--- src/cart_pkg.sv ---
// Cartridge loader shared definitions
// Download stream bus, region selection types, cheat code layout
// and the backup RAM sector request
`default_nettype none

package cart_pkg;

	//////////////////////////////
	// Download stream
	localparam int DL_ADDR_W  = 25;
	localparam int DL_DATA_W  = 16;
	localparam int DL_INDEX_W = 8;

	// Header word addresses, byte addressed
	localparam logic [DL_ADDR_W-1:0] HDR_REGION_ADDR  = 25'h1F0;
	localparam logic [DL_ADDR_W-1:0] HDR_REGION2_ADDR = 25'h1F2;
	localparam logic [DL_ADDR_W-1:0] HDR_END_ADDR     = 25'h200; // Header fully seen

	// Backup RAM geometry
	localparam int BK_SECTORS = 128;
	localparam int LBA_W      = 7;

	// Cheat code is eight half-words, last one at offset 14
	localparam int          CHEAT_WORDS    = 8;
	localparam logic [3:0]  CHEAT_LAST_OFS = 4'((CHEAT_WORDS - 1) * 2);

	//////////////////////////////
	// Types
	typedef enum logic [1:0] {
		REGION_JP = 2'd0,
		REGION_US = 2'd1,
		REGION_EU = 2'd2
	} region_t;

	typedef enum logic [1:0] {
		PRIO_US_EU_JP = 2'd0,
		PRIO_EU_US_JP = 2'd1,
		PRIO_US_JP_EU = 2'd2,
		PRIO_JP_US_EU = 2'd3
	} prio_t;

	// Region flags seen in the header
	typedef struct packed {
		logic e;
		logic u;
		logic j;
	} hdr_flags_t;

	typedef struct packed {
		logic                 cart;  // Cart download active
		logic                 code;  // Code download active
		logic                 wr;    // Write strobe
		logic [DL_ADDR_W-1:0] addr;
		logic [DL_DATA_W-1:0] data;
		logic [1:0]           idx;   // Top bits of download index
	} dl_bus_t;

	typedef struct packed {
		logic        valid; // Strobe
		logic [31:0] flags;
		logic [31:0] address;
		logic [31:0] compare;
		logic [31:0] replace;
	} cheat_code_t;

	typedef struct packed {
		logic             rd;
		logic             wr;
		logic [LBA_W-1:0] lba;
	} sd_req_t;

endpackage

`default_nettype wire

--- src/sector_counter.sv ---
// Backup sector address counter
// Cleared at transfer start, advanced per finished sector, flags
// the final sector of the backup image
`default_nettype none

module sector_counter import cart_pkg::*; (
	input  wire              clk_sys,
	input  wire              RESET,
	input  wire              clear,
	input  wire              advance,
	output logic [LBA_W-1:0] lba,
	output logic             last
);

	always_ff @(posedge clk_sys) begin
		if (RESET) begin
			lba <= '0;
		end else if (clear) begin
			lba <= '0;
		end else if (advance) begin
			lba <= lba + 1'b1;
		end
	end

	assign last = (lba == LBA_W'(BK_SECTORS - 1)); // Final sector

endmodule

`default_nettype wire

--- src/header_region.sv ---
// Cartridge header region parser
// Collects J/U/E region flags from the ROM header while the cart
// downloads, then strobes one region request when the header is
// complete, either by priority order or from the download index
`default_nettype none

module header_region import cart_pkg::*; (
	input  wire          clk_sys,
	input  wire          RESET,
	input  wire dl_bus_t dl,
	input  wire          auto_region,
	input  wire          region_from_hdr,
	input  wire prio_t   region_prio,
	output region_t      region_req,
	output logic         region_set
);

	logic       hdr_wr;
	logic [7:0] lo_ch;
	logic [7:0] hi_ch;
	logic [3:0] hex_rgn;
	hdr_flags_t lo_letter;
	hdr_flags_t hi_letter;
	hdr_flags_t flags;
	hdr_flags_t flags_nxt;
	logic [1:0] idx_r;
	logic       cart_q;
	logic       hdr_ready;
	logic       ready_q;
	logic       ready_rise;

	// One flag per region letter, none for anything else
	function automatic hdr_flags_t letter_flag(input logic [7:0] ch);
		hdr_flags_t f;
		f = '0;
		case (ch)
			"J": f.j = 1'b1;
			"U": f.u = 1'b1;
			"E": f.e = 1'b1;
			default: ;
		endcase
		return f;
	endfunction

	// First flagged region in priority order, else the order's head
	function automatic region_t pick_region(input hdr_flags_t f, input prio_t p);
		region_t r;
		r = REGION_US;
		case (p)
			PRIO_US_EU_JP: r = f.u ? REGION_US : f.e ? REGION_EU :
				f.j ? REGION_JP : REGION_US;
			PRIO_EU_US_JP: r = f.e ? REGION_EU : f.u ? REGION_US :
				f.j ? REGION_JP : REGION_EU;
			PRIO_US_JP_EU: r = f.u ? REGION_US : f.j ? REGION_JP :
				f.e ? REGION_EU : REGION_US;
			PRIO_JP_US_EU: r = f.j ? REGION_JP : f.u ? REGION_US :
				f.e ? REGION_EU : REGION_JP;
		endcase
		return r;
	endfunction

	assign hdr_wr    = dl.cart & dl.wr;
	assign lo_ch     = dl.data[7:0];
	assign hi_ch     = dl.data[15:8];
	assign hex_rgn   = dl.data[3:0] - 4'd7; // 'A'..'F' to 10..15
	assign lo_letter = letter_flag(lo_ch);
	assign hi_letter = letter_flag(hi_ch);

	//////////////////////////////
	// Flag update from header writes
	always_comb begin
		flags_nxt = flags;
		if (hdr_wr && (dl.addr == HDR_REGION_ADDR)) begin
			if (lo_letter != '0) begin
				flags_nxt = flags | lo_letter;
			end else if (lo_ch >= "0" && lo_ch <= "9") begin
				flags_nxt = '{e: lo_ch[3], u: lo_ch[2], j: lo_ch[0]}; // Bit coded
			end else if (lo_ch >= "A" && lo_ch <= "F") begin
				flags_nxt = '{e: hex_rgn[3], u: hex_rgn[2], j: hex_rgn[0]};
			end
			flags_nxt = flags_nxt | hi_letter; // High byte is letters only
		end else if (hdr_wr && (dl.addr == HDR_REGION2_ADDR)) begin
			flags_nxt = flags | lo_letter;
		end
	end

	assign ready_rise = hdr_ready & ~ready_q;

	//////////////////////////////
	// Download tracking and strobe
	always_ff @(posedge clk_sys) begin
		if (RESET) begin
			cart_q     <= 1'b0;
			hdr_ready  <= 1'b0;
			ready_q    <= 1'b0;
			region_set <= 1'b0;
		end else begin
			cart_q  <= dl.cart;
			ready_q <= hdr_ready;
			if (cart_q & ~dl.cart) begin
				hdr_ready <= 1'b0; // Download over
			end else if (hdr_wr && (dl.addr == HDR_END_ADDR)) begin
				hdr_ready <= 1'b1;
			end
			// Index mode only strobes for a non-zero index
			region_set <= ready_rise & auto_region & (region_from_hdr | (idx_r != 2'd0));
		end
	end

	always_ff @(posedge clk_sys) begin
		if (dl.cart & ~cart_q) begin
			flags <= '0;
			idx_r <= dl.idx;
		end else begin
			flags <= flags_nxt;
		end
		if (ready_rise) begin
			region_req <= region_from_hdr ? pick_region(flags, region_prio) : region_t'(idx_r);
		end
	end

endmodule

`default_nettype wire

--- src/cheat_loader.sv ---
// Cheat code loader
// Assembles eight 16-bit download words into one 128-bit cheat
// code and strobes it out with the last word
`default_nettype none

module cheat_loader import cart_pkg::*; (
	input  wire          clk_sys,
	input  wire          RESET,
	input  wire dl_bus_t dl,
	output cheat_code_t  cheat
);

	logic        code_wr;
	logic        valid_r;
	logic [31:0] flags_r;
	logic [31:0] address_r;
	logic [31:0] compare_r;
	logic [31:0] replace_r;

	assign code_wr = dl.code & dl.wr;

	// Half-word placement by offset within the code
	always_ff @(posedge clk_sys) begin
		if (code_wr) begin
			case (dl.addr[3:0])
				4'd0:           flags_r[15:0]    <= dl.data;
				4'd2:           flags_r[31:16]   <= dl.data;
				4'd4:           address_r[15:0]  <= dl.data;
				4'd6:           address_r[31:16] <= dl.data;
				4'd8:           compare_r[15:0]  <= dl.data;
				4'd10:          compare_r[31:16] <= dl.data;
				4'd12:          replace_r[15:0]  <= dl.data;
				CHEAT_LAST_OFS: replace_r[31:16] <= dl.data; // Completes the code
				default: ;
			endcase
		end
	end

	always_ff @(posedge clk_sys) begin
		if (RESET) begin
			valid_r <= 1'b0;
		end else begin
			valid_r <= code_wr & (dl.addr[3:0] == CHEAT_LAST_OFS);
		end
	end

	assign cheat = '{
		valid:   valid_r,
		flags:   flags_r,
		address: address_r,
		compare: compare_r,
		replace: replace_r
	};

endmodule

`default_nettype wire

--- src/backup_fsm.sv ---
// Backup RAM load/save sequencer
// Walks all backup sectors through the host's level request and
// acknowledge handshake, reading on load and writing on save
`default_nettype none

module backup_fsm import cart_pkg::*; (
	input  wire          clk_sys,
	input  wire          RESET,
	input  wire dl_bus_t dl,
	input  wire          sd_ack,
	input  wire          img_mounted,
	input  wire          img_readonly,
	input  wire          img_present,
	input  wire          bk_load,
	input  wire          bk_save,
	output sd_req_t      sd,
	output logic         busy
);

	typedef enum logic [1:0] {
		IDLE,
		REQUEST,  // rd or wr held
		WAIT_ACK  // Waiting for ack to drop
	} state_t;

	state_t           state;
	logic             enable;
	logic             loading;
	logic             cart_q;
	logic             cart_q2;
	logic             load_q;
	logic             load_q2;
	logic             save_q;
	logic             save_q2;
	logic             ack_q;
	logic             load_edge;
	logic             save_edge;
	logic             dl_done;
	logic             start;
	logic             ack_rise;
	logic             ack_fall;
	logic             last;
	logic [LBA_W-1:0] lba;

	//////////////////////////////
	// Input registers and edges
	always_ff @(posedge clk_sys) begin
		if (RESET) begin
			cart_q  <= 1'b0;
			cart_q2 <= 1'b0;
			load_q  <= 1'b0;
			load_q2 <= 1'b0;
			save_q  <= 1'b0;
			save_q2 <= 1'b0;
			ack_q   <= 1'b0;
		end else begin
			cart_q  <= dl.cart;
			cart_q2 <= cart_q;
			load_q  <= bk_load;
			load_q2 <= load_q;
			save_q  <= bk_save;
			save_q2 <= save_q;
			ack_q   <= sd_ack;
		end
	end

	assign load_edge = load_q & ~load_q2;
	assign save_edge = save_q & ~save_q2;
	assign dl_done   = cart_q2 & ~cart_q & enable & img_present; // Load after cart
	assign start     = dl_done | (enable & (load_edge | save_edge));
	assign ack_rise  = sd_ack & ~ack_q;
	assign ack_fall  = ack_q & ~sd_ack;

	// Save image gets mounted while the cart is downloading
	always_ff @(posedge clk_sys) begin
		if (RESET) begin
			enable <= 1'b0;
		end else if (dl.cart & img_mounted & ~img_readonly) begin
			enable <= 1'b1;
		end else if (dl.cart & ~cart_q) begin
			enable <= 1'b0;
		end
	end

	//////////////////////////////
	// Sequencer
	always_ff @(posedge clk_sys) begin
		if (RESET) begin
			state   <= IDLE;
			loading <= 1'b0;
		end else begin
			case (state)
				IDLE: if (start) begin
					state   <= REQUEST;
					loading <= dl_done | load_edge; // Load wins over save
				end
				REQUEST: if (ack_rise) state <= WAIT_ACK;
				WAIT_ACK: if (ack_fall) state <= last ? IDLE : REQUEST;
				default: state <= IDLE;
			endcase
		end
	end

	sector_counter u_sector_counter (
		.clk_sys (clk_sys),
		.RESET   (RESET),
		.clear   ((state == IDLE) & start),
		.advance ((state == WAIT_ACK) & ack_fall & ~last),
		.lba     (lba),
		.last    (last)
	);

	assign sd.rd  = (state == REQUEST) & loading;
	assign sd.wr  = (state == REQUEST) & ~loading;
	assign sd.lba = lba;
	assign busy   = (state != IDLE);

endmodule

`default_nettype wire

--- src/cart_loader.sv ---
// Cartridge load top level
// Splits the host download stream into cart and code downloads and
// feeds the header region parser, cheat loader and backup sequencer
`default_nettype none

module cart_loader import cart_pkg::*; (
	input  wire                  clk_sys,
	input  wire                  RESET,
	input  wire                  dl_active,
	input  wire                  dl_wr,
	input  wire [DL_ADDR_W-1:0]  dl_addr,
	input  wire [DL_DATA_W-1:0]  dl_data,
	input  wire [DL_INDEX_W-1:0] dl_index,
	input  wire                  sd_ack,
	input  wire                  img_mounted,
	input  wire                  img_readonly,
	input  wire                  img_present,
	input  wire                  bk_load,
	input  wire                  bk_save,
	input  wire                  auto_region,
	input  wire                  region_from_hdr,
	input  wire prio_t           region_prio,
	output region_t              region_req,
	output logic                 region_set,
	output cheat_code_t          cheat,
	output sd_req_t              sd,
	output logic                 busy
);

	dl_bus_t dl;
	logic    code_index;

	assign code_index = &dl_index; // All ones selects the cheat file

	always_comb begin
		dl.cart = dl_active & ~code_index;
		dl.code = dl_active & code_index;
		dl.wr   = dl_wr;
		dl.addr = dl_addr;
		dl.data = dl_data;
		dl.idx  = dl_index[DL_INDEX_W-1 -: 2];
	end

	//////////////////////////////
	header_region u_header_region (
		.clk_sys         (clk_sys),
		.RESET           (RESET),
		.dl              (dl),
		.auto_region     (auto_region),
		.region_from_hdr (region_from_hdr),
		.region_prio     (region_prio),
		.region_req      (region_req),
		.region_set      (region_set)
	);

	cheat_loader u_cheat_loader (
		.clk_sys (clk_sys),
		.RESET   (RESET),
		.dl      (dl),
		.cheat   (cheat)
	);

	backup_fsm u_backup_fsm (
		.clk_sys      (clk_sys),
		.RESET        (RESET),
		.dl           (dl),
		.sd_ack       (sd_ack),
		.img_mounted  (img_mounted),
		.img_readonly (img_readonly),
		.img_present  (img_present),
		.bk_load      (bk_load),
		.bk_save      (bk_save),
		.sd           (sd),
		.busy         (busy)
	);

endmodule

`default_nettype wire

--- config.mk ---
export PLATFORM = sky130hd
export DESIGN_NAME = cart_loader
export DESIGN_NICKNAME = d
export VERILOG_FILES = /design/src/cart_pkg.sv /design/src/sector_counter.sv /design/src/header_region.sv /design/src/cheat_loader.sv /design/src/backup_fsm.sv /design/src/cart_loader.sv
export SDC_FILE = /design/constraint.sdc
export NUM_CORES = 1
export LEC_CHECK = 0
export ABC_AREA = 0
export BUFFER_PORTS_ARGS = -buffer_cell sky130_fd_sc_hd__buf_2
export CORE_ASPECT_RATIO = 1.75
export CORE_MARGIN = 2
export CORE_UTILIZATION = 42
export CTS_BUF_LIST = sky130_fd_sc_hd__clkbuf_4 sky130_fd_sc_hd__clkbuf_8 sky130_fd_sc_hd__clkbuf_16
export DETAILED_ROUTE_END_ITERATION = 8
export GPL_ROUTABILITY_DRIVEN = 1
export GPL_TIMING_DRIVEN = 0
export HOLD_SLACK_MARGIN = 0.03
export PLACE_DENSITY = 0.7
export SLEW_MARGIN = 10
export SYNTH_ARGS = -nofsm -noshare
export SYNTH_HDL_FRONTEND = slang
export SYNTH_SLANG_ARGS = --single-unit
export TNS_END_PERCENT = 1
--- constraint.sdc ---
create_clock -name clk_sys -period 3.14 [get_ports clk_sys]
set_clock_uncertainty 0.1 [all_clocks]
set_input_delay 0.471 -clock clk_sys [delete_from_list [all_inputs] [get_ports clk_sys]]
set_output_delay 0.471 -clock clk_sys [all_outputs]
set_load 0.02 [all_outputs]
-- Word-level counts from Yosys, hierarchy flattened
Cells that the tools add are included.
- register bits after elaboration: 157
- latch bits: 0
- bits in writable memories: 0
- memory bits (read-only): 0
- bits of input ports: 63
- logic and storage cells: 160
- memories kept: 0
- add/sub/neg operators: 2
- multipliers: 0
- divide/modulo/power cells: 0
- order comparisons: 4
- equality and inequality tests: 25
- shift-type cells: 0
- multiplexer cells: 33
- bitwise logic cells: 42
- reductions and logical operators: 26
- operators by type and width (kind ; count):
    25-bit by 9-bit == test with 1-bit output (second input constant) ; 2
    8-bit by 7-bit == test with 1-bit output (second input constant) ; 6
    2-bit two-way mux ; 15
    1-bit AND ; 25
    25-bit by 10-bit == test with 1-bit output (second input constant) ; 1
    3-bit two-way mux ; 6
    2-bit AND reduction ; 9
    4-bit == test (second input constant) ; 4
    1-bit inverter ; 11
    1-bit two-way mux ; 10
    4-bit by 3-bit == test with 1-bit output (second input constant) ; 2
    8-bit by 6-bit >= comparator with 1-bit output (second input constant) ; 1
    8-bit by 7-bit >= comparator with 1-bit output (second input constant) ; 1
    8-bit by 6-bit <= comparator with 1-bit output (second input constant) ; 1
    8-bit by 7-bit <= comparator with 1-bit output (second input constant) ; 1
    2-bit case mux with 4 select lines ; 1
    8-bit AND reduction ; 1
    2-bit nonzero test ; 4
    7-bit by 1-bit adder with 7-bit output (second input constant) ; 1
    7-bit == test (second input constant) ; 1
    2-bit == test (second input constant) ; 3
    2-bit by 1-bit inequality test with 1-bit output (second input constant) ; 3
    3-bit bitwise OR ; 2
    2-bit case mux with 3 select lines ; 1
    other kinds (10) ; 20

-- Longest topological paths before layout
- depth after elaboration: 8
- mapped depth: 6
- depth with buffers taken out: 6

-- Modules after synthesis
From an unflattened synthesis, not the netlist that was laid out.
- cells, all modules: 339
- area, all modules: 5718.0 sq um
- by module, submodules not included (module ; instances ; cells each ; area each (sq um) ; seq. area each (sq um)):
    cheat_loader ; 1 ; 144 ; 3986.3 ; 3863.7
    header_region ; 1 ; 108 ; 923.4 ; 260.2
    backup_fsm ; 1 ; 47 ; 470.5 ; 220.2
    sector_counter ; 1 ; 35 ; 309.0 ; 140.1
    cart_loader ; 1 ; 5 ; 28.8 ; 0.0

-- Worst setup path before layout
Ideal clock, no wire load.
- path kind: input-to-reg
- start point: input port dl_index[6]
- end point: register u_cheat_loader.flags_r[0] (enable)
- library setup time: 0.413 ns
- arrival time: 2.471 ns
- required time: 2.627 ns
- slack: 0.156 ns
- stages on the path: 5
- path buffers: 0
- cell sequence: nand4_1 > or2_4 > nor3_1 > nor2b_1 > nor3b_1
- cells in the longest elaborated chain, start to end: 4
- RTL lines (item ; line ; source):
    start: declaration ; cart_loader.sv:13 ; input wire [DL_INDEX_W-1:0] dl_index,
    8-bit AND reduction ; cart_loader.sv:33 ; assign code_index = &dl_index;
    1-bit AND ; cart_loader.sv:37 ; dl.code = dl_active & code_index;
    1-bit AND ; cheat_loader.sv:20 ; assign code_wr = dl.code & dl.wr;
    2-bit AND reduction (no line) ; -- ;
    end signal: assignment ; cheat_loader.sv:26 ; 4'd0: flags_r[15:0] <= dl.data;
    end: declaration ; cheat_loader.sv:15 ; logic [31:0] flags_r;
No other way between the ends.
A chain may end at the register's enable or synchronous reset.

-- Final worst setup path
- start point: input port dl_index[7]
- end point: register u_cheat_loader.flags_r[3] (enable)
Same word-level chain as after synthesis.

==> flow_metrics.py <==
metrics = {
    "status": {
        "status": "complete, no violations",
    },
    "setup_path": {
        "slowest_delay_ns": 0.67,
        "ff2ff_path_depth": 6,
        "cp_slowest_cell": "nor3b_2",
        "cp_top_family": "simple AND/OR/NAND/NOR gates",
        "required_ns": 3.15,
        "arrival_ns": 2.47,
        "path_cells": "buf_2, nand4_1, or2_4, nor3_1, nor2b_1, nor3b_2, buf_4",
        "critPathLaunchType": "primary input",
        "worstPathMaxFanout": 9,
        "path_class": "primary input to register",
        "critPathBufInv": 2,
        "cp.depth": 7,
        "end_kind": "register",
    },
    "global_route": {
        "grt_pass1_vias": 3564,
        "grt_first_pass_wirelength_um": 19780,
        "grt_use_total_pct": 18.64,
        "grt_max_degree": 18,
        "grt-ovfl-total": 0,
        "antenna_found_initial": 0,
    },
    "sta": {
        "rsz0062_at_grt": "no",
        "fin_crit_sh_pct": 78.31,
        "hold_viol": 0,
        "tns_ns": 0,
        "worst_slew_pin_slew_ns": 0.9863,
        "max_freq_mhz": 406.7,
        "slew_headroom_pct": 34.24,
        "final.min_clock_period_ns": 2.459,
        "holdWs_ns": 0.1492,
        "setup_ws_ns": 0.6812,
        "setup_viol": 0,
        "slew_viol_final": 0,
    },
    "route": {
        "avgViaCountPerCell": 5.046,
        "ant_nets": 0,
        "first_iter_violations": 270,
        "wl_per_cell_um": 17.41,
        "vias": 3729,
        "drc_errors": 0,
        "firstDrtPassIters": 4,
        "wl_um": 12870,
    },
    "floorplan": {
        "num_rows": 55,
        "ios": 205,
        "die_area_um2": 14170,
        "die_h_um": 156.0,
        "die_x_um": 90.84,
        "initial_core_util_pct": 42.84,
        "core_area_um2": 12940,
    },
    "synth": {
        "synthFlopType": "edfxtp_1",
        "synthArstFlopShare_pct": 0,
        "netlist_area_um2": 5543,
        "synth_area_leaders": "edfxtp_1 (72%), dfxtp_1 (9.0%), nor2_1 (1.6%)",
        "syn_area_per_cell_um2": 17.00,
        "synth_top_area_share_pct": 71.51,
        "syn_inst": 326,
        "yosysWarnings": 0,
        "yosysTopAreaCell": "edfxtp_1",
        "synth.most_common_cell": "edfxtp_1",
        "syn_nets": 390,
        "synth_seq_cells": 157,
        "synth_cell_types": 54,
        "yosysSeqAreaShare_pct": 80.54,
        "synthTopCellsByCount": "edfxtp_1 (132), dfxtp_1 (25), nor2_1 (24), a21oi_1 (14), nand2_1 (13)",
        "synth_edf_count": 132,
    },
    "clock_tree": {
        "cts_resized": 0,
        "cts_tree": "done",
        "h-tree-depth": 4,
        "root_buffer": "clkbuf_16",
        "cts_inserted_buffers": 17,
        "post_cts_buffers": 0,
        "cts.path.max_buffers": 2,
        "insertion_delay_ns": 0.42,
        "cts_num_sinks": 157,
        "clk_pin_slew_ns": 0.06,
        "hold_buffers": 0,
    },
    "pwr": {
        "ir_drop_uv": 376.4,
        "power_uw": 4350,
        "power_leakage_uw": 0.002906,
        "power_density_nw_per_um2": 584.5,
    },
    "placement": {
        "gp_congestion": 0.8526,
        "dpl_cell_area_um2": 6860,
        "dp_hpwl_um": 9445,
        "io_buffers": 204,
        "pre_cts_ws_ns": 0.1993,
    },
    "cells_and_area": {
        "syn_to_final_growth_pct": 34.27,
        "fin_area_um2": 7442,
        "seqCellArea_um2": 4464,
        "drive_gt1_share_pct": 45.42,
        "multiInputGateArea_um2": 1064,
        "fin_nets": 619,
        "fillers": 1066,
        "diodes": 0,
    },
    "hold_path": {
        "hp-class": "primary input to register",
        "whs_path_depth": 1,
    },
    "job": {
        "max_cap_violations": 0,
    },
}
worst register-to-register path, delay by kind of cell (launching register included):
family	cells	cell delay [ns]
flops	1	0.37
compound gates	1	0.51
fa+ha+maj	1	0.26
simple gates	3	0.44
xor+xnor	1	0.16
cell families after synthesis:
kind of cell	count (synthesis)	synth area share [%]
compound gates	37	4.424
xor+xnor	5	0.7900
fa+ha+maj	1	0.2257
buf+inv	9	0.6773
flops	157	80.54
mux	2	0.3612
simple gates	115	12.98
final timing paths:
path | from | endpoint | slack [ns]
worst max-delay path | dl_index[7] | u_cheat_loader.flags_r[3] | 0.68
worst min-delay path | dl_index[6] | u_header_region.idx_r[0] | 0.15
worst max register to register | u_backup_fsm.u_sector_counter.lba[0] | u_backup_fsm.u_sector_counter.lba[4] | 1.18
worst min register to register | u_backup_fsm.load_q | u_backup_fsm.load_q2 | 0.35
state kept, by name, summed over array words and instances (netlist names):
register                           cells
u_backup_fsm.save_q                    1
u_cheat_loader.address_r              32
u_backup_fsm.load_q                    1
u_header_region.ready_q                1
u_backup_fsm.save_q2                   1
u_cheat_loader.compare_r              32
u_header_region.region_req             2
u_cheat_loader.flags_r                32
u_header_region.cart_q                 1
u_backup_fsm.load_q2                   1
u_cheat_loader.replace_r              32
u_backup_fsm.ack_q                     1
u_header_region.flags                  3
u_backup_fsm.enable                    1
u_cheat_loader.valid_r                 1
u_backup_fsm.state                     2
u_backup_fsm.loading                   1
u_backup_fsm.cart_q2                   1
u_header_region.hdr_ready              1
u_header_region.region_set             1
u_header_region.idx_r                  2
u_backup_fsm.u_sector_counter.lba      7
final cells by class:
cell class | instances | share of cell area, %
Sequential cell | 157 | 59.99
Buffer | 2 | 0.1513
Clock inverter | 15 | 2.102
Multi-Input combinational cell | 160 | 14.29
Inverter | 7 | 0.3531
Clock buffer | 17 | 5.716
Tap cell | 171 | 2.875
Timing Repair Buffer | 210 | 14.53
placed cells by master, fill, tap and decap left out, types with 5 or more instances in the layout:
cell       count
nor2b_1       11
buf_2        204
inv_1          7
dfxtp_1       25
edfxtp_1     132
a21oi_1       14
nor3_1         9
nor2_1        23
clkbuf_16     17
nand4_1        6
nand3b_1       5
nand2_1       13
layer usage:
layer | wire length (um) | track usage, %
met1 | 4860 | 20.95
met2 | 6802 | 32.87
met3 | 917 | 5.459
met4 | 289 | 8.081
met5 | 0 | 0
through the flow:
stage | std cells | util [%]
2_1_floorplan | 326 | -
3_3_place_gp | 701 | 52.39
3_5_place_dp | 707 | 53.03
4_1_cts | 739 | 57.52
5_1_grt | 739 | 57.52
6_report | 739 | 57.52
power by group:
group          internal (uW)  switching (uW)
Sequential              2260            4.69
Clock                   1060             901
Combinational           49.1            77.3
Total                   3370             983
No activity file was read; power rests on OpenSTA's default activity.
